[config.mk]
export PLATFORM = sky130hd
export DESIGN_NAME = z80
export DESIGN_NICKNAME = d
export VERILOG_FILES = /design/src/hdl/z80_arch_pkg.sv /design/src/hdl/z80_isa_pkg.sv /design/src/hdl/z80_regfile_if.sv /design/src/hdl/z80_regs.sv /design/src/hdl/z80_alu.sv /design/src/hdl/z80_control.sv /design/src/hdl/z80.sv
export SDC_FILE = /design/constraint.sdc
export NUM_CORES = 1
export LEC_CHECK = 0
export ABC_AREA = 0
export ABC_CLOCK_PERIOD_IN_PS = 5300
export BUFFER_PORTS_ARGS = -buffer_cell sky130_fd_sc_hd__clkbuf_2
export CORE_UTILIZATION = 50
export DETAILED_ROUTE_END_ITERATION = 16
export GPL_TIMING_DRIVEN = 0
export PLACE_DENSITY = 0.68
export SKIP_LAST_GASP = 1
export SLEW_MARGIN = 5
export SYNTH_ARGS = -nofsm -noshare
export SYNTH_HDL_FRONTEND = slang
export SYNTH_SLANG_ARGS = --single-unit
[constraint.sdc]
create_clock -name pin_clk -period 5.3 [get_ports pin_clk]
set_clock_uncertainty 0.15 [all_clocks]
set_input_delay 0.265 -clock pin_clk [delete_from_list [all_inputs] [get_ports pin_clk]]
set_output_delay 0.265 -clock pin_clk [all_outputs]
set_load 0.1 [all_outputs]
[src/hdl/z80_arch_pkg.sv]
package z80_arch_pkg;

    localparam int DATA_W    = 8;
    localparam int ADDR_W    = 16;
    localparam int REG_SEL_W = 3;

    // Register numbers as they appear in the opcode fields
    typedef enum logic [2:0] {
        REG_B = 3'd0,
        REG_C = 3'd1,
        REG_D = 3'd2,
        REG_E = 3'd3,
        REG_H = 3'd4,
        REG_L = 3'd5,
        REG_F = 3'd6,       // No 8-bit code of its own in the ISA
        REG_A = 3'd7
    } reg_code_e;

    // Flag bits in F
    localparam int FLAG_C  = 0;
    localparam int FLAG_N  = 1;
    localparam int FLAG_PV = 2;
    localparam int FLAG_H  = 4;
    localparam int FLAG_Z  = 6;
    localparam int FLAG_S  = 7;

    // Condition field of JP cc
    typedef enum logic [2:0] {
        COND_NZ, COND_Z,
        COND_NC, COND_C,
        COND_PO, COND_PE,
        COND_P,  COND_M
    } cond_e;

endpackage

[src/hdl/z80_isa_pkg.sv]
package z80_isa_pkg;

    // ------------------------------------------------
    // ALU operations in opcode field order
    // ------------------------------------------------

    typedef enum logic [2:0] {
        ALU_ADD = 3'd0,
        ALU_ADC = 3'd1,
        ALU_SUB = 3'd2,
        ALU_SBC = 3'd3,
        ALU_AND = 3'd4,
        ALU_XOR = 3'd5,
        ALU_OR  = 3'd6,
        ALU_CP  = 3'd7      // SUB without the write to A
    } alu_op_e;

    // ------------------------------------------------
    // Decoded instruction classes
    // ------------------------------------------------

    typedef enum logic [3:0] {
        OP_NOP,
        OP_HALT,
        OP_LD_R_N,          // 00_rrr_110
        OP_LD_R_R,          // 01_ddd_sss
        OP_LD_A_MEM,        // 3A nn
        OP_LD_MEM_A,        // 32 nn
        OP_ALU_R,           // 10_ooo_sss
        OP_ALU_N,           // 11_ooo_110
        OP_JP,              // C3 nn
        OP_JP_CC,           // 11_ccc_010
        OP_OUT_N,           // D3 n
        OP_IN_N,            // DB n
        OP_UNSUPPORTED      // Runs as a two-cycle NOP
    } op_group_e;

    // Sequencer states
    typedef enum logic [2:0] {
        S_FETCH,
        S_EXEC1,
        S_EXEC2,
        S_EXEC3,
        S_HALTED            // Left only by reset
    } seq_state_e;

endpackage

[src/hdl/z80_regfile_if.sv]
`timescale 1ns/10ps

interface z80_regfile_if import z80_arch_pkg::*; ();

    logic                 wr_en;        // 8-bit register write
    logic                 flag_wr_en;   // F write from the ALU
    logic [REG_SEL_W-1:0] sel;
    logic [DATA_W-1:0]    wr_data;
    logic [DATA_W-1:0]    flag_data;
    logic [DATA_W-1:0]    rd_data;      // Register named by sel
    logic [DATA_W-1:0]    acc;
    logic [DATA_W-1:0]    flags;
    cond_e                cond;
    logic                 cond_true;

    // Sequencer side
    modport ctrl (
        output wr_en, flag_wr_en, sel, wr_data, flag_data, cond,
        input  rd_data, acc, flags, cond_true
    );

    // Register file side
    modport regs (
        input  wr_en, flag_wr_en, sel, wr_data, flag_data, cond,
        output rd_data, acc, flags, cond_true
    );

endinterface

[src/hdl/z80_regs.sv]
`timescale 1ns/10ps

module z80_regs import z80_arch_pkg::*; (
    input  logic       pin_clk,
    input  logic       pin_reset,
    z80_regfile_if.regs rf
);

    logic [DATA_W-1:0] regs_q [2**REG_SEL_W];   // B C D E H L F A
    logic              flag_s;
    logic              flag_z;
    logic              flag_pv;
    logic              flag_c;

    // ------------------------------------------------
    // Storage
    // ------------------------------------------------

    always_ff @(posedge pin_clk) begin
        if (pin_reset) begin
            for (int i = 0; i < 2**REG_SEL_W; i++) begin
                regs_q[i] <= '0;
            end
        end else begin
            if (rf.wr_en) begin
                regs_q[rf.sel] <= rf.wr_data;       // Code 6 lands in F
            end
            if (rf.flag_wr_en) begin
                regs_q[REG_F] <= rf.flag_data;
            end
        end
    end

    assign rf.rd_data = regs_q[rf.sel];
    assign rf.acc     = regs_q[REG_A];
    assign rf.flags   = regs_q[REG_F];

    // ------------------------------------------------
    // Condition evaluation
    // ------------------------------------------------

    assign flag_s  = regs_q[REG_F][FLAG_S];
    assign flag_z  = regs_q[REG_F][FLAG_Z];
    assign flag_pv = regs_q[REG_F][FLAG_PV];
    assign flag_c  = regs_q[REG_F][FLAG_C];

    always_comb begin
        unique case (rf.cond)
            COND_NZ: rf.cond_true = !flag_z;
            COND_Z:  rf.cond_true =  flag_z;
            COND_NC: rf.cond_true = !flag_c;
            COND_C:  rf.cond_true =  flag_c;
            COND_PO: rf.cond_true = !flag_pv;       // Parity odd
            COND_PE: rf.cond_true =  flag_pv;
            COND_P:  rf.cond_true = !flag_s;        // Plus
            COND_M:  rf.cond_true =  flag_s;        // Minus
        endcase
    end

    // The sequencer must not aim a register write and a flag write at F together
    a_no_f_clash: assert property (@(posedge pin_clk) disable iff (pin_reset)
        !(rf.wr_en && rf.flag_wr_en && rf.sel == REG_F));

endmodule

[src/hdl/z80_alu.sv]
`timescale 1ns/10ps

module z80_alu import z80_arch_pkg::*, z80_isa_pkg::*; (
    input  alu_op_e           op_i,
    input  logic [DATA_W-1:0] a_i,
    input  logic [DATA_W-1:0] b_i,
    input  logic              carry_i,
    output logic [DATA_W-1:0] result_o,
    output logic [DATA_W-1:0] flags_o
);

    logic              cin;
    logic [4:0]        half;        // Low nibble with carry out of bit 3
    logic [DATA_W:0]   wide;        // Full byte with carry out of bit 7
    logic [DATA_W-1:0] res;
    logic [DATA_W-1:0] xy_src;      // Source of the undocumented bits 5 and 3
    logic              hf;
    logic              vf;
    logic              nf;
    logic              cf;

    assign cin = (op_i == ALU_ADC || op_i == ALU_SBC) ? carry_i : 1'b0;

    // ------------------------------------------------
    // Result and raw flags
    // ------------------------------------------------

    always_comb begin
        half = '0;
        wide = '0;
        res  = '0;
        hf   = 1'b0;
        vf   = 1'b0;
        nf   = 1'b0;
        cf   = 1'b0;
        unique case (op_i)
            ALU_ADD, ALU_ADC: begin
                half = {1'b0, a_i[3:0]} + {1'b0, b_i[3:0]} + 5'(cin);
                wide = {1'b0, a_i} + {1'b0, b_i} + 9'(cin);
                res  = wide[DATA_W-1:0];
                hf   = half[4];
                cf   = wide[DATA_W];
                vf   = (a_i[7] == b_i[7]) && (res[7] != a_i[7]);   // Same signs in
            end
            ALU_SUB, ALU_SBC, ALU_CP: begin
                half = {1'b0, a_i[3:0]} - {1'b0, b_i[3:0]} - 5'(cin);
                wide = {1'b0, a_i} - {1'b0, b_i} - 9'(cin);
                res  = wide[DATA_W-1:0];
                hf   = half[4];                 // Borrow from bit 4
                cf   = wide[DATA_W];
                vf   = (a_i[7] != b_i[7]) && (res[7] != a_i[7]);
                nf   = 1'b1;
            end
            ALU_AND: begin
                res = a_i & b_i;
                hf  = 1'b1;
                vf  = ~^res;                    // Even parity
            end
            ALU_XOR: begin
                res = a_i ^ b_i;
                vf  = ~^res;
            end
            ALU_OR: begin
                res = a_i | b_i;
                vf  = ~^res;
            end
        endcase
    end

    // CP takes bits 5 and 3 from the operand, not from the difference
    assign xy_src = (op_i == ALU_CP) ? b_i : res;

    // ------------------------------------------------
    // Flag byte
    // ------------------------------------------------

    always_comb begin
        flags_o          = '0;
        flags_o[FLAG_S]  = res[7];
        flags_o[FLAG_Z]  = (res == '0);
        flags_o[5]       = xy_src[5];
        flags_o[FLAG_H]  = hf;
        flags_o[3]       = xy_src[3];
        flags_o[FLAG_PV] = vf;
        flags_o[FLAG_N]  = nf;
        flags_o[FLAG_C]  = cf;
    end

    assign result_o = res;

endmodule

[src/hdl/z80_control.sv]
`timescale 1ns/10ps

module z80_control import z80_arch_pkg::*, z80_isa_pkg::*; #(
    parameter logic [ADDR_W-1:0] RESET_PC = '0
) (
    input  logic              pin_clk,
    input  logic              pin_reset,
    input  logic [DATA_W-1:0] mem_rdata_i,
    output logic [ADDR_W-1:0] mem_addr_o,
    output logic              mem_wr_o,
    output logic [DATA_W-1:0] mem_wdata_o,
    output logic [ADDR_W-1:0] port_addr_o,
    input  logic [DATA_W-1:0] port_rdata_i,
    output logic [DATA_W-1:0] port_data_o,
    output logic              port_wr_o,
    z80_regfile_if.ctrl       rf,
    output alu_op_e           alu_op_o,
    output logic [DATA_W-1:0] alu_a_o,
    output logic [DATA_W-1:0] alu_b_o,
    output logic              alu_carry_o,
    input  logic [DATA_W-1:0] alu_result_i,
    input  logic [DATA_W-1:0] alu_flags_i
);

    seq_state_e           state_q;
    op_group_e            group_q;
    logic [ADDR_W-1:0]    pc_q;
    logic [DATA_W-1:0]    port_addr_q;
    logic [DATA_W-1:0]    opcode_q;
    logic [DATA_W-1:0]    operand_q;      // Source register or ALU operand
    logic [ADDR_W-1:0]    cursor_q;       // Address taken from nn
    logic [REG_SEL_W-1:0] dst;
    logic [REG_SEL_W-1:0] src;
    logic                 use_cursor;

    function automatic op_group_e decode_op(input logic [DATA_W-1:0] op);
        op_group_e grp;
        grp = OP_UNSUPPORTED;
        casez (op)
            8'h00:       grp = OP_NOP;
            8'h76:       grp = OP_HALT;
            8'h32:       grp = OP_LD_MEM_A;
            8'h3A:       grp = OP_LD_A_MEM;
            8'hC3:       grp = OP_JP;
            8'hD3:       grp = OP_OUT_N;
            8'hDB:       grp = OP_IN_N;
            8'b00???110: grp = (op[5:3] == 3'b110) ? OP_UNSUPPORTED : OP_LD_R_N;
            8'b01??????: grp = (op[5:3] == 3'b110 || op[2:0] == 3'b110) ?
                               OP_UNSUPPORTED : OP_LD_R_R;
            8'b10??????: grp = (op[2:0] == 3'b110) ? OP_UNSUPPORTED : OP_ALU_R;
            8'b11???110: grp = OP_ALU_N;
            8'b11???010: grp = OP_JP_CC;
            default:     grp = OP_UNSUPPORTED;
        endcase
        return grp;
    endfunction

    assign dst = opcode_q[5:3];
    assign src = opcode_q[2:0];

    // ------------------------------------------------
    // Sequencer and program counter
    // ------------------------------------------------

    always_ff @(posedge pin_clk) begin
        if (pin_reset) begin
            state_q     <= S_FETCH;
            group_q     <= OP_NOP;
            pc_q        <= RESET_PC;
            port_addr_q <= '0;
        end else begin
            unique case (state_q)
                S_FETCH: begin
                    group_q <= decode_op(mem_rdata_i);
                    pc_q    <= pc_q + 1'b1;
                    state_q <= (decode_op(mem_rdata_i) == OP_HALT) ? S_HALTED : S_EXEC1;
                end
                S_EXEC1: begin
                    state_q <= S_FETCH;
                    case (group_q)
                        OP_LD_R_N, OP_ALU_N: pc_q <= pc_q + 1'b1;
                        OP_OUT_N: begin
                            pc_q        <= pc_q + 1'b1;
                            port_addr_q <= mem_rdata_i;
                        end
                        OP_IN_N: begin
                            pc_q        <= pc_q + 1'b1;
                            port_addr_q <= mem_rdata_i;     // On pin_pa next cycle
                            state_q     <= S_EXEC2;
                        end
                        OP_LD_R_R, OP_ALU_R: state_q <= S_EXEC2;
                        OP_LD_A_MEM, OP_LD_MEM_A, OP_JP, OP_JP_CC: begin
                            pc_q    <= pc_q + 1'b1;         // Low byte of nn
                            state_q <= S_EXEC2;
                        end
                        default: state_q <= S_FETCH;
                    endcase
                end
                S_EXEC2: begin
                    state_q <= S_FETCH;
                    if (group_q inside {OP_LD_A_MEM, OP_LD_MEM_A, OP_JP, OP_JP_CC}) begin
                        pc_q    <= pc_q + 1'b1;             // High byte of nn
                        state_q <= S_EXEC3;
                    end
                end
                S_EXEC3: begin
                    state_q <= S_FETCH;
                    if (group_q == OP_JP || (group_q == OP_JP_CC && rf.cond_true)) begin
                        pc_q <= cursor_q;
                    end
                end
                S_HALTED: state_q <= S_HALTED;
                default:  state_q <= S_FETCH;
            endcase
        end
    end

    // Opcode, operand and address bytes
    always_ff @(posedge pin_clk) begin
        if (state_q == S_FETCH) opcode_q <= mem_rdata_i;
        if (state_q == S_EXEC1) begin
            operand_q      <= rf.rd_data;
            cursor_q[7:0]  <= mem_rdata_i;
        end
        if (state_q == S_EXEC2) cursor_q[15:8] <= mem_rdata_i;
    end

    // ------------------------------------------------
    // Register file strobes
    // ------------------------------------------------

    always_comb begin
        rf.wr_en      = 1'b0;
        rf.flag_wr_en = 1'b0;
        rf.sel        = REG_A;
        rf.wr_data    = mem_rdata_i;
        rf.flag_data  = alu_flags_i;
        rf.cond       = cond_e'(opcode_q[5:3]);
        if (state_q == S_EXEC1 && group_q inside {OP_LD_R_R, OP_ALU_R}) begin
            rf.sel = src;                           // Source read
        end
        if (state_q == S_EXEC1 && group_q == OP_LD_R_N) begin
            rf.wr_en = 1'b1;
            rf.sel   = dst;
        end
        if (state_q == S_EXEC2 && group_q == OP_LD_R_R) begin
            rf.wr_en   = 1'b1;
            rf.sel     = dst;
            rf.wr_data = operand_q;
        end
        if ((state_q == S_EXEC2 && group_q == OP_ALU_R) ||
            (state_q == S_EXEC1 && group_q == OP_ALU_N)) begin
            rf.wr_en      = (alu_op_o != ALU_CP);   // CP keeps A
            rf.flag_wr_en = 1'b1;
            rf.wr_data    = alu_result_i;
        end
        if (state_q == S_EXEC3 && group_q == OP_LD_A_MEM) rf.wr_en = 1'b1;
        if (state_q == S_EXEC2 && group_q == OP_IN_N) begin
            rf.wr_en   = 1'b1;
            rf.wr_data = port_rdata_i;
        end
    end

    // ------------------------------------------------
    // ALU operands, memory bus and ports
    // ------------------------------------------------

    assign alu_op_o    = alu_op_e'(opcode_q[5:3]);
    assign alu_a_o     = rf.acc;
    assign alu_b_o     = (group_q == OP_ALU_N) ? mem_rdata_i : operand_q;
    assign alu_carry_o = rf.flags[FLAG_C];

    assign use_cursor  = (state_q == S_EXEC3) && (group_q inside {OP_LD_A_MEM, OP_LD_MEM_A});
    assign mem_addr_o  = use_cursor ? cursor_q : pc_q;
    assign mem_wr_o    = (state_q == S_EXEC3) && (group_q == OP_LD_MEM_A);
    assign mem_wdata_o = rf.acc;

    assign port_wr_o   = (state_q == S_EXEC1) && (group_q == OP_OUT_N);
    assign port_data_o = rf.acc;
    assign port_addr_o = port_wr_o ? {{(ADDR_W-DATA_W){1'b0}}, mem_rdata_i}
                                   : {{(ADDR_W-DATA_W){1'b0}}, port_addr_q};

    a_wr_exclusive: assert property (@(posedge pin_clk) disable iff (pin_reset)
        !(mem_wr_o && port_wr_o));

    a_halt_sticky: assert property (@(posedge pin_clk) disable iff (pin_reset)
        (state_q == S_HALTED) |=> (state_q == S_HALTED));

endmodule

[src/hdl/z80.sv]
`timescale 1ns/10ps

module z80 import z80_arch_pkg::*, z80_isa_pkg::*; #(
    parameter logic [ADDR_W-1:0] RESET_PC = '0
) (
    input  logic              pin_clk,
    input  logic              pin_reset,

    // Memory bus
    input  logic [DATA_W-1:0] pin_i,
    output logic [ADDR_W-1:0] pin_a,
    output logic              pin_enw,      // One-cycle write strobe
    output logic [DATA_W-1:0] pin_o,

    // I/O ports
    output logic [ADDR_W-1:0] pin_pa,
    input  logic [DATA_W-1:0] pin_pi,
    output logic [DATA_W-1:0] pin_po,
    output logic              pin_pw
);

    alu_op_e           alu_op;
    logic [DATA_W-1:0] alu_a;
    logic [DATA_W-1:0] alu_b;
    logic              alu_carry;
    logic [DATA_W-1:0] alu_result;
    logic [DATA_W-1:0] alu_flags;

    z80_regfile_if rf_if ();

    z80_control #(.RESET_PC(RESET_PC)) u_control (
        .pin_clk      (pin_clk),      .pin_reset    (pin_reset),
        .mem_rdata_i  (pin_i),        .mem_addr_o   (pin_a),
        .mem_wr_o     (pin_enw),      .mem_wdata_o  (pin_o),
        .port_addr_o  (pin_pa),       .port_rdata_i (pin_pi),
        .port_data_o  (pin_po),       .port_wr_o    (pin_pw),
        .rf           (rf_if.ctrl),
        .alu_op_o     (alu_op),       .alu_a_o      (alu_a),
        .alu_b_o      (alu_b),        .alu_carry_o  (alu_carry),
        .alu_result_i (alu_result),   .alu_flags_i  (alu_flags)
    );

    z80_regs u_regs (.pin_clk(pin_clk), .pin_reset(pin_reset), .rf(rf_if.regs));

    z80_alu u_alu (
        .op_i(alu_op), .a_i(alu_a), .b_i(alu_b), .carry_i(alu_carry),
        .result_o(alu_result), .flags_o(alu_flags)
    );

endmodule

== After elaboration in Yosys (flattened, before gate mapping) ==
Memory sizes are Yosys's and may differ from the RTL's. A register that Yosys moved wholly into a read port is not among the register bits.
Cells that the tools add are included.
W data, S select, Z words.

* Eq/ne operators: 43
* Reductions and logical operators: 40
* Mux-type cells: 50
* Bitwise gates (word level): 4
* Add/sub/neg operators: 9

{| class="wikitable"
|+ Operators by type and width
! kind !! number
|-
| $mux W16 || 4
|-
| $pmux W16 S4 || 1
|-
| $mux W8 || 7
|-
| $pmux W8 S5 || 1
|-
| $pmux W4 S8 || 1
|-
| $eq A8 B8 Y1 const B || 3
|-
| $reduce_xnor A8 Y1 || 3
|-
| $eq A3 B3 Y1 const B || 7
|-
| $mux W4 || 5
|-
| $mux W1 || 17
|-
| $add A16 B1 Y16 const B || 1
|-
| $eq A4 B3 Y1 const B || 4
|-
| $eq A4 B4 Y1 const B || 4
|-
| $eq A8 B6 Y1 const B || 2
|-
| $logic_not A8 Y1 || 2
|-
| $pmux W4 S4 || 1
|-
| $reduce_or A8 Y1 || 2
|-
| $mux W3 || 5
|-
| $logic_and A1 B1 Y1 || 13
|-
| $eq A3 B2 Y1 const B || 4
|-
| $pmux W3 S4 || 1
|-
| $eq A5 B5 Y1 const B || 2
|-
| $add A8 B8 Y9 || 1
|-
| $add A9 B1 Y9 || 1
|-
| 38 further kinds || 54
|}

* Register bits after elaboration: 53
* Input bits: 18
* Bits in writable memories: 64
* Memories kept: 1
* Word-level logic and storage cells: 154
* Output and inout bits: 50

{| class="wikitable"
|+ Memories
! name !! depth !! bits a word !! read ports !! clocked after Yosys merged registers in !! write ports !! line !! source
|-
| u_regs.regs_q || 8 || 8 || 3 || 1 || 8 || z80_regs.sv:9 || <nowiki>logic [DATA_W-1:0] regs_q [2**REG_SEL_W];</nowiki>
|}

== Logic depth before layout (Yosys ltp) ==
Gate-level depths: netlist (run 1).

* Depth in word-level cells: 12
* Gate-level depth with buffers: 15

== Hierarchy ==
From an unflattened synthesis (run 1), not the netlist that was laid out.

* Cells, all modules: 897
* Area, all modules: 9243.9 sq um

{| class="wikitable"
|+ Modules (own cells, without submodules)
! module !! area an instance (sq um) !! seq. area each (sq um) !! instances !! cells each
|-
| z80_control || 4326.6 || 1521.5 || 1 || 449
|-
| z80_regs || 3240.6 || 1921.8 || 1 || 233
|-
| z80_alu || 1676.6 || 0.0 || 1 || 215
|}

== Least setup slack after synthesis (run 1) ==
OpenSTA, ideal clock, no wires.

* Path kind: register -> output
* Start point: register u_control.group_q[0]
* End point: output pin_enw
* Slack: 1363 ps
* Stages on the path, launching flop included: 4
* Arrival: 3522 ps
* Path buffers: 1
* Path through: dfxtp_1 -> buf_2 -> inv_1 -> nor4_1

* Word-level cells in the longest chain between the ends: 2

{| class="wikitable"
|+ RTL lines
! item !! line !! source
|-
| start, declared || z80_control.sv:26 || <nowiki>op_group_e group_q;</nowiki>
|-
| start signal, assigned || z80_control.sv:74 || <nowiki>group_q <= decode_op(mem_rdata_i);</nowiki>
|-
| $eq A4 B3 Y1 || z80_control.sv:175 || <nowiki>assign mem_wr_o = (state_q == S_EXEC3) && (group_q == OP_LD_MEM_A);</nowiki>
|-
| $logic_and A1 B1 Y1 || z80_control.sv:175 ||
|-
| end, declared || z80.sv:12 || <nowiki>output logic pin_enw,</nowiki>
|}

No other way between the ends.

==> results.py, run 1 <==
metrics = {
    "layout": {
        "area_growth_pct": 14.56,
        "layout.cells.non_filler": 1236,
        "antenna_cells": 0,
        "drive_gt1_frac": 0.2215,
        "nets": 1063,
        "stdcell_area_sq_um": 9864,
    },
    "critical_path": {
        "endpoint_kind": "flop",
        "cp.arrival_ns": 5.00,
        "timing.rr.start": "u_control.group_q[2]",
        "r2r_slack_ns": 0.27,
        "crit_type": "flop to flop",
        "r2r_cells": 12,
        "cp-startpoint": "u_control.group_q[2]",
        "regToRegEndpoint": "u_regs.regs_q[6][6]",
        "startpoint_type": "flop",
        "required_ns": 5.28,
        "critPathMaxFanout": 10,
    },
    "synthesis": {
        "syn_area_sq_um": 8611,
        "ys_seq_area_frac": 0.3999,
        "netlist_top_cells_area": "edfxtp_1, dfxtp_1, ha_1",
        "yosys_warnings": 0,
        "synth_edf_count": 94,
        "synth_top_area_frac": 0.3278,
        "ys_types": 91,
        "yosys-top-cells-count": "nor2_1, nand2_1, edfxtp_1",
        "ys_ff_latch": 125,
        "synth_top_cell_by_area": "edfxtp_1",
        "async_flop_share": 0,
        "synth_ff_type": "edfxtp_1",
        "yosysMostFrequentCell": "nor2_1",
        "avgSynthCellArea_sq_um": 9.431,
        "syn_inst": 913,
    },
    "floorplanning": {
        "dieHeight_microns": 133.2,
        "dieArea_sq_um": 17750,
        "die_w_microns": 133.2,
        "io_pins": 68,
        "core_area_sq_um": 16700,
        "rows": 47,
        "start_util": 0.5156,
    },
    "sta": {
        "period_needed_ns": 5.027,
        "period_share": 0.9485,
        "holdWs_ns": 0.01975,
        "setup_viol_count_final": 0,
        "slew_headroom": 0.3359,
        "finalHoldViolCount": 0,
        "rsz0062_at_grt": "false",
        "fmax_ghz": 0.1989,
        "slew_viol_final": 0,
        "finalSetupTns_ns": 0,
        "tightestPinTransition_ns": 0.9950,
        "setup_ws_ns": 0.2732,
    },
    "route": {
        "firstDrtPassIters": 5,
        "drt_iter0_drc": 678,
        "routed_via_density": 5.969,
        "postRouteAntennaNets": 0,
        "via_count": 7378,
        "routed_wl_mm": 24.93,
        "wl_per_cell_microns": 20.17,
        "drc_errors": 0,
    },
    "global_route": {
        "grt_use_total": 0.2874,
        "grt_pass1_wl_mm": 38.48,
        "antenna_found_initial": 0,
        "overflow": 0,
        "grt_max_degree": 19,
        "grt_pass1_vias": 6949,
    },
    "clocking": {
        "clkSinkCount": 125,
        "clock_latency_ns": 0.43,
        "clkTransAtPathRegs_ns": 0.06,
        "cts_resized": 0,
        "root_buffer": "clkbuf_16",
        "numCtsBuffers": 17,
        "cts_tree": "built",
        "cts_buffer_depth": 2,
        "h-tree-depth": 4,
    },
    "place": {
        "placedCellCount": 1199,
        "gp_congestion": 0.9718,
        "dpl_cell_area_sq_um": 9215,
        "port_buffers": 58,
        "post-place-ws_ns": 0.3569,
        "hpwl_mm": 18.29,
    },
    "run_status": {
        "outcome": "completed",
    },
    "pwr": {
        "powerDensity_nw_per_um2": 355.3,
        "p_switching_mw": 1.283,
        "internal-power_mw": 2.222,
        "p_comb_frac": 0.324,
        "sequentialPowerShare": 0.336,
        "irDropWorstVdd_mv": 0.2686,
        "leakage_nw": 4.008,
        "clkPwrFrac": 0.340,
        "switching_share": 0.3661,
    },
    "worst_hold_path": {
        "holdCritStartpoint": "pin_i[3]",
        "hold_path_end": "u_control.cursor_q[11]",
        "whs_path_depth": 1,
        "hp-class": "primary input to flop",
    },
    "run": {
        "drv_cap": 0,
    },
}
## layout make-up
class | count | area [sq um]
Fill cell | 1496 | 6837
Inverter | 41 | 153.9
Sequential cell | 125 | 3443
Buffer | 68 | 389.1
Multi-Input combinational cell | 686 | 4656
Clock inverter | 15 | 173.9
Clock buffer | 17 | 425.4
Tap cell | 220 | 275.3
Timing Repair Buffer | 64 | 347.8
## cell families (layout without fill, tap and decap cells)
kind of cell / Yosys count / count (layout) / share of synthesized area
simple gates: 346 / 346 / 0.1989
compound gates: 199 / 199 / 0.1658
flops: 125 / 125 / 0.3999
buf+inv: 109 / 205 / 0.06306
mux: 57 / 57 / 0.07280
fa+ha+maj: 42 / 42 / 0.06452
xor+xnor: 34 / 34 / 0.03458
other cells: 1 / 8 / 0.0004355
## through the flow
step | util | total power [mW]
3_5_place_dp | 0.5518 | 2.303
6_report | 0.5907 | 3.505
5_1_grt | 0.5907 | 3.632
3_3_place_gp | 0.5510 | 2.294
4_1_cts | 0.5907 | 3.494
2_1_floorplan | - | 2.044
## power by group through the flow
stage                     clock network, mW  registers [mW]  logic, mW
final                                  1.19            1.18       1.14
after global routing                   1.23            1.19       1.21
after CTS                              1.20            1.18       1.12
after detailed placement                  0            1.20       1.11
after global placement                    0            1.20       1.10
after floorplan                           0            1.21      0.838
## critical path: stages (launching register included)
cell and delay [ns]:
dfxtp_1 0.33, buf_2 0.21, nor2b_1 0.20, nand3_1 0.35, mux2_2 0.49, fa_1 0.45, fa_1 0.42, a21bo_2 0.21
a211oi_1 0.50, xnor2_1 0.19, o221ai_1 0.19, o221ai_1 0.80, o32ai_1 0.20
## cells in the final DEF (no fill, tap or decap), types with 7 or more instances in the layout
cell type	n
o22ai_1	16
mux2_2	29
nand3_1	30
nor3_1	15
nand2_1	98
o21ai_0	34
nand2b_1	23
conb_1	8
a211oi_1	18
buf_2	30
edfxtp_1	94
clkbuf_2	60
buf_4	22
ha_1	38
xnor2_1	29
nand2_2	7
and3_1	8
nor2_1	107
clkbuf_16	17
dfxtp_1	31
clkbuf_1	13
inv_1	40
inv_6	8
a21oi_1	46
mux2i_1	24
## per-layer routing
layer | part of all wire | global-route usage | vias to the layer above
li1 | - | - | 3456
met1 | 0.43 | 0.3841 | 3531
met3 | 0.075 | 0.04909 | 56
met2 | 0.46 | 0.4567 | 335
met5 | 0 | 0 | -
met4 | 0.034 | 0.1313 | 0
## worst max path at each step
stage,depth (start not counted),slack [ns],end
detailed placement,12,0.36,u_regs.regs_q[6][6]
finish,12,0.27,u_regs.regs_q[6][6]
global route,13,0.01,u_regs.regs_q[6][6]
CTS,12,0.29,u_regs.regs_q[6][6]
global placement,13,0.31,u_regs.regs_q[6][6]
floorplan,3,1.36,pin_enw
## timing repair
action,in CTS,in global routing
buffers inserted,0,0
endpoints found under the setup margin,0,0
hold endpoints to repair,13,0
hold buffers,5,0
## flip-flops by register name, summed over array words and instances (netlist names)
name                   count
u_regs.regs_q             64
u_control.cursor_q        16
u_control.pc_q            16
u_control.operand_q        8
u_control.port_addr_q      8
u_control.opcode_q         6
u_control.group_q          4
u_control.state_q          3
(Power assumes the default switching activity.)
==> run 2, diff against run 1 <==
Settings changed: CORE_UTILIZATION 50 to 51, PLACE_DENSITY 0.68 to 0.7.
==> results.py, run 2 (synthesized netlist as in run 1, its figures left out) <==
metrics = {
    "route": {
        "drc_errors": 0,
        "wl_per_cell_microns": 19.74,
        "postRouteAntennaNets": 0,
        "drt_iter0_drc": 784,
        "firstDrtPassIters": 5,
        "routed_wl_mm": 24.40,
        "via_count": 7322,
        "routed_via_density": 5.924,
    },
    "sta": {
        "fmax_ghz": 0.2037,
        "slew_headroom": 0.3570,
        "period_needed_ns": 4.909,
        "finalSetupTns_ns": 0,
        "tightestPinTransition_ns": 0.9635,
        "period_share": 0.9261,
        "setup_ws_ns": 0.3915,
        "finalHoldViolCount": 0,
        "rsz0062_at_grt": "false",
        "slew_viol_final": 0,
        "setup_viol_count_final": 0,
    },
    "critical_path": {
        "critPathMaxFanout": 10,
        "crit_family": "compound AO/OA/AOI/OAI gates",
        "r2r_cells": 12,
        "startpoint_type": "flop",
        "crit_type": "flop to flop",
        "endpoint_kind": "flop",
        "critPathMaxStageDelay_ns": 0.59,
        "cp_common_cell": "fa_1",
        "r2r_slack_ns": 0.39,
        "slowest_stage": "o221ai_2",
        "timing.rr.start": "u_control.group_q[2]",
        "cp.arrival_ns": 4.90,
        "path_cells": "buf_2 -> nor2b_1 -> nand3_1 -> mux2_2 -> fa_1 -> fa_1 -> a21bo_2 -> a211oi_1 -> xnor2_1 -> o221ai_1 -> o221ai_2 -> o32ai_1",
        "path_buf_inv": 1,
        "regToRegEndpoint": "u_regs.regs_q[6][6]",
        "required_ns": 5.29,
    },
    "clocking": {
        "numCtsBuffers": 17,
        "clkTransAtPathRegs_ns": 0.06,
        "root_buffer": "clkbuf_16",
        "h-tree-depth": 4,
        "cts_buffer_depth": 2,
        "clkSinkCount": 125,
        "cts_tree": "built",
        "clock_latency_ns": 0.43,
    },
    "pwr": {
        "irDropWorstVdd_mv": 0.2855,
        "leakage_nw": 4.010,
        "power_mw": 3.498,
        "powerDensity_nw_per_um2": 354.3,
    },
    "place": {
        "hpwl_mm": 17.96,
        "port_buffers": 58,
        "gp_congestion": 0.9765,
        "post-place-ws_ns": 0.1309,
    },
    "layout": {
        "area_growth_pct": 14.68,
        "fillers": 1443,
        "reg.largest.list": "u_regs.regs_q (64), u_control.cursor_q (16), u_control.pc_q (16)",
        "largest_register_ffs": 64,
        "antenna_cells": 0,
        "layout_common_cells": "nor2_1, nand2_1, edfxtp_1",
        "regMostFlops": "u_regs.regs_q",
        "nets": 1063,
        "final_common_cell": "nor2_1",
        "drive_gt1_frac": 0.2224,
    },
    "floorplanning": {
        "core_area_sq_um": 16520,
        "start_util": 0.5211,
        "dieArea_sq_um": 17410,
        "io_pins": 68,
        "die_w_microns": 131.9,
        "dieHeight_microns": 131.9,
        "rows": 47,
    },
    "run": {
        "drv_cap": 0,
    },
    "worst_hold_path": {
        "hp-class": "primary input to flop",
        "whs_path_depth": 1,
        "hold_path_end": "u_control.cursor_q[13]",
        "holdCritStartpoint": "pin_i[5]",
    },
    "global_route": {
        "grt_max_degree": 19,
        "antenna_found_initial": 0,
        "overflow": 0,
        "grt_pass1_wl_mm": 37.92,
        "grt_pass1_vias": 6795,
        "grt_use_total": 0.2878,
    },
    "run_status": {
        "outcome": "completed",
    },
}
-- run 2: changes by cell type in the layout (fill, tap and decap cells not counted), sizes merged --
cell | before | now
clkinv | 2 | 3
inv | 49 | 48
-- run 2: timing repair --
item,CTS,global route
hold buffers,5,0
hold endpoints to repair,13,0
gates resized for setup,0,1
buffers inserted,0,0
setup endpoints to repair,0,8
-- run 2: routing by layer --
| metal | vias to the layer above | global-route usage | part of all wire |
|---|---|---|---|
| met5 | - | 0 | 0 |
| met4 | 0 | 0.1143 | 0.029 |
| met3 | 51 | 0.03691 | 0.063 |
| met2 | 305 | 0.4712 | 0.47 |
| met1 | 3495 | 0.3875 | 0.44 |
| li1 | 3471 | - | - |
-- run 2: stage by stage --
step / utilization / std cells / hold WS [ns] / area, sq um
after CTS: 0.5972 / 1236 / 0.001537 / 9868
final: 0.5976 / 1236 / 0.008563 / 9874
after global routing: 0.5976 / 1236 / 0.005600 / 9874
after detailed placement: 0.5577 / 1199 / 0.3321 / 9215
after global placement: 0.5569 / 1198 / 0.3211 / 9203
after floorplan: - / 920 / 0.2139 / 8637
-- run 2: how the worst max path moves through the flow --
stage / to / start / slack (ns) / cells past startpoint
floorplan: pin_enw / u_control.group_q[0] / 1.36 / 3
global placement: u_regs.regs_q[6][6] / u_control.group_q[2] / 0.14 / 12
detailed placement: u_regs.regs_q[6][6] / u_control.group_q[2] / 0.13 / 12
CTS: u_regs.regs_q[6][6] / u_control.group_q[2] / 0.13 / 12
global route: u_regs.regs_q[6][6] / u_control.group_q[2] / 0.20 / 12
finish: u_regs.regs_q[6][6] / u_control.group_q[2] / 0.39 / 12
-- run 2: layout make-up --
| class | instances | area (sq um) | area share |
|---|---|---|---|
| Inverter | 41 | 153.9 | 0.01559 |
| Timing Repair Buffer | 64 | 347.8 | 0.03523 |
| Buffer | 68 | 389.1 | 0.03941 |
| Multi-Input combinational cell | 686 | 4662 | 0.4721 |
| Clock buffer | 17 | 425.4 | 0.04308 |
| Clock inverter | 15 | 177.7 | 0.01799 |
| Tap cell | 220 | 275.3 | 0.02788 |
| Sequential cell | 125 | 3443 | 0.3487 |
-- run 2: power by group --
group          total, mW  switching, mW  leakage [nW]  internal [mW]
clock network       1.19          0.479         0.287          0.708
logic               1.13          0.747          2.53          0.386
registers           1.18         0.0481          1.20           1.13
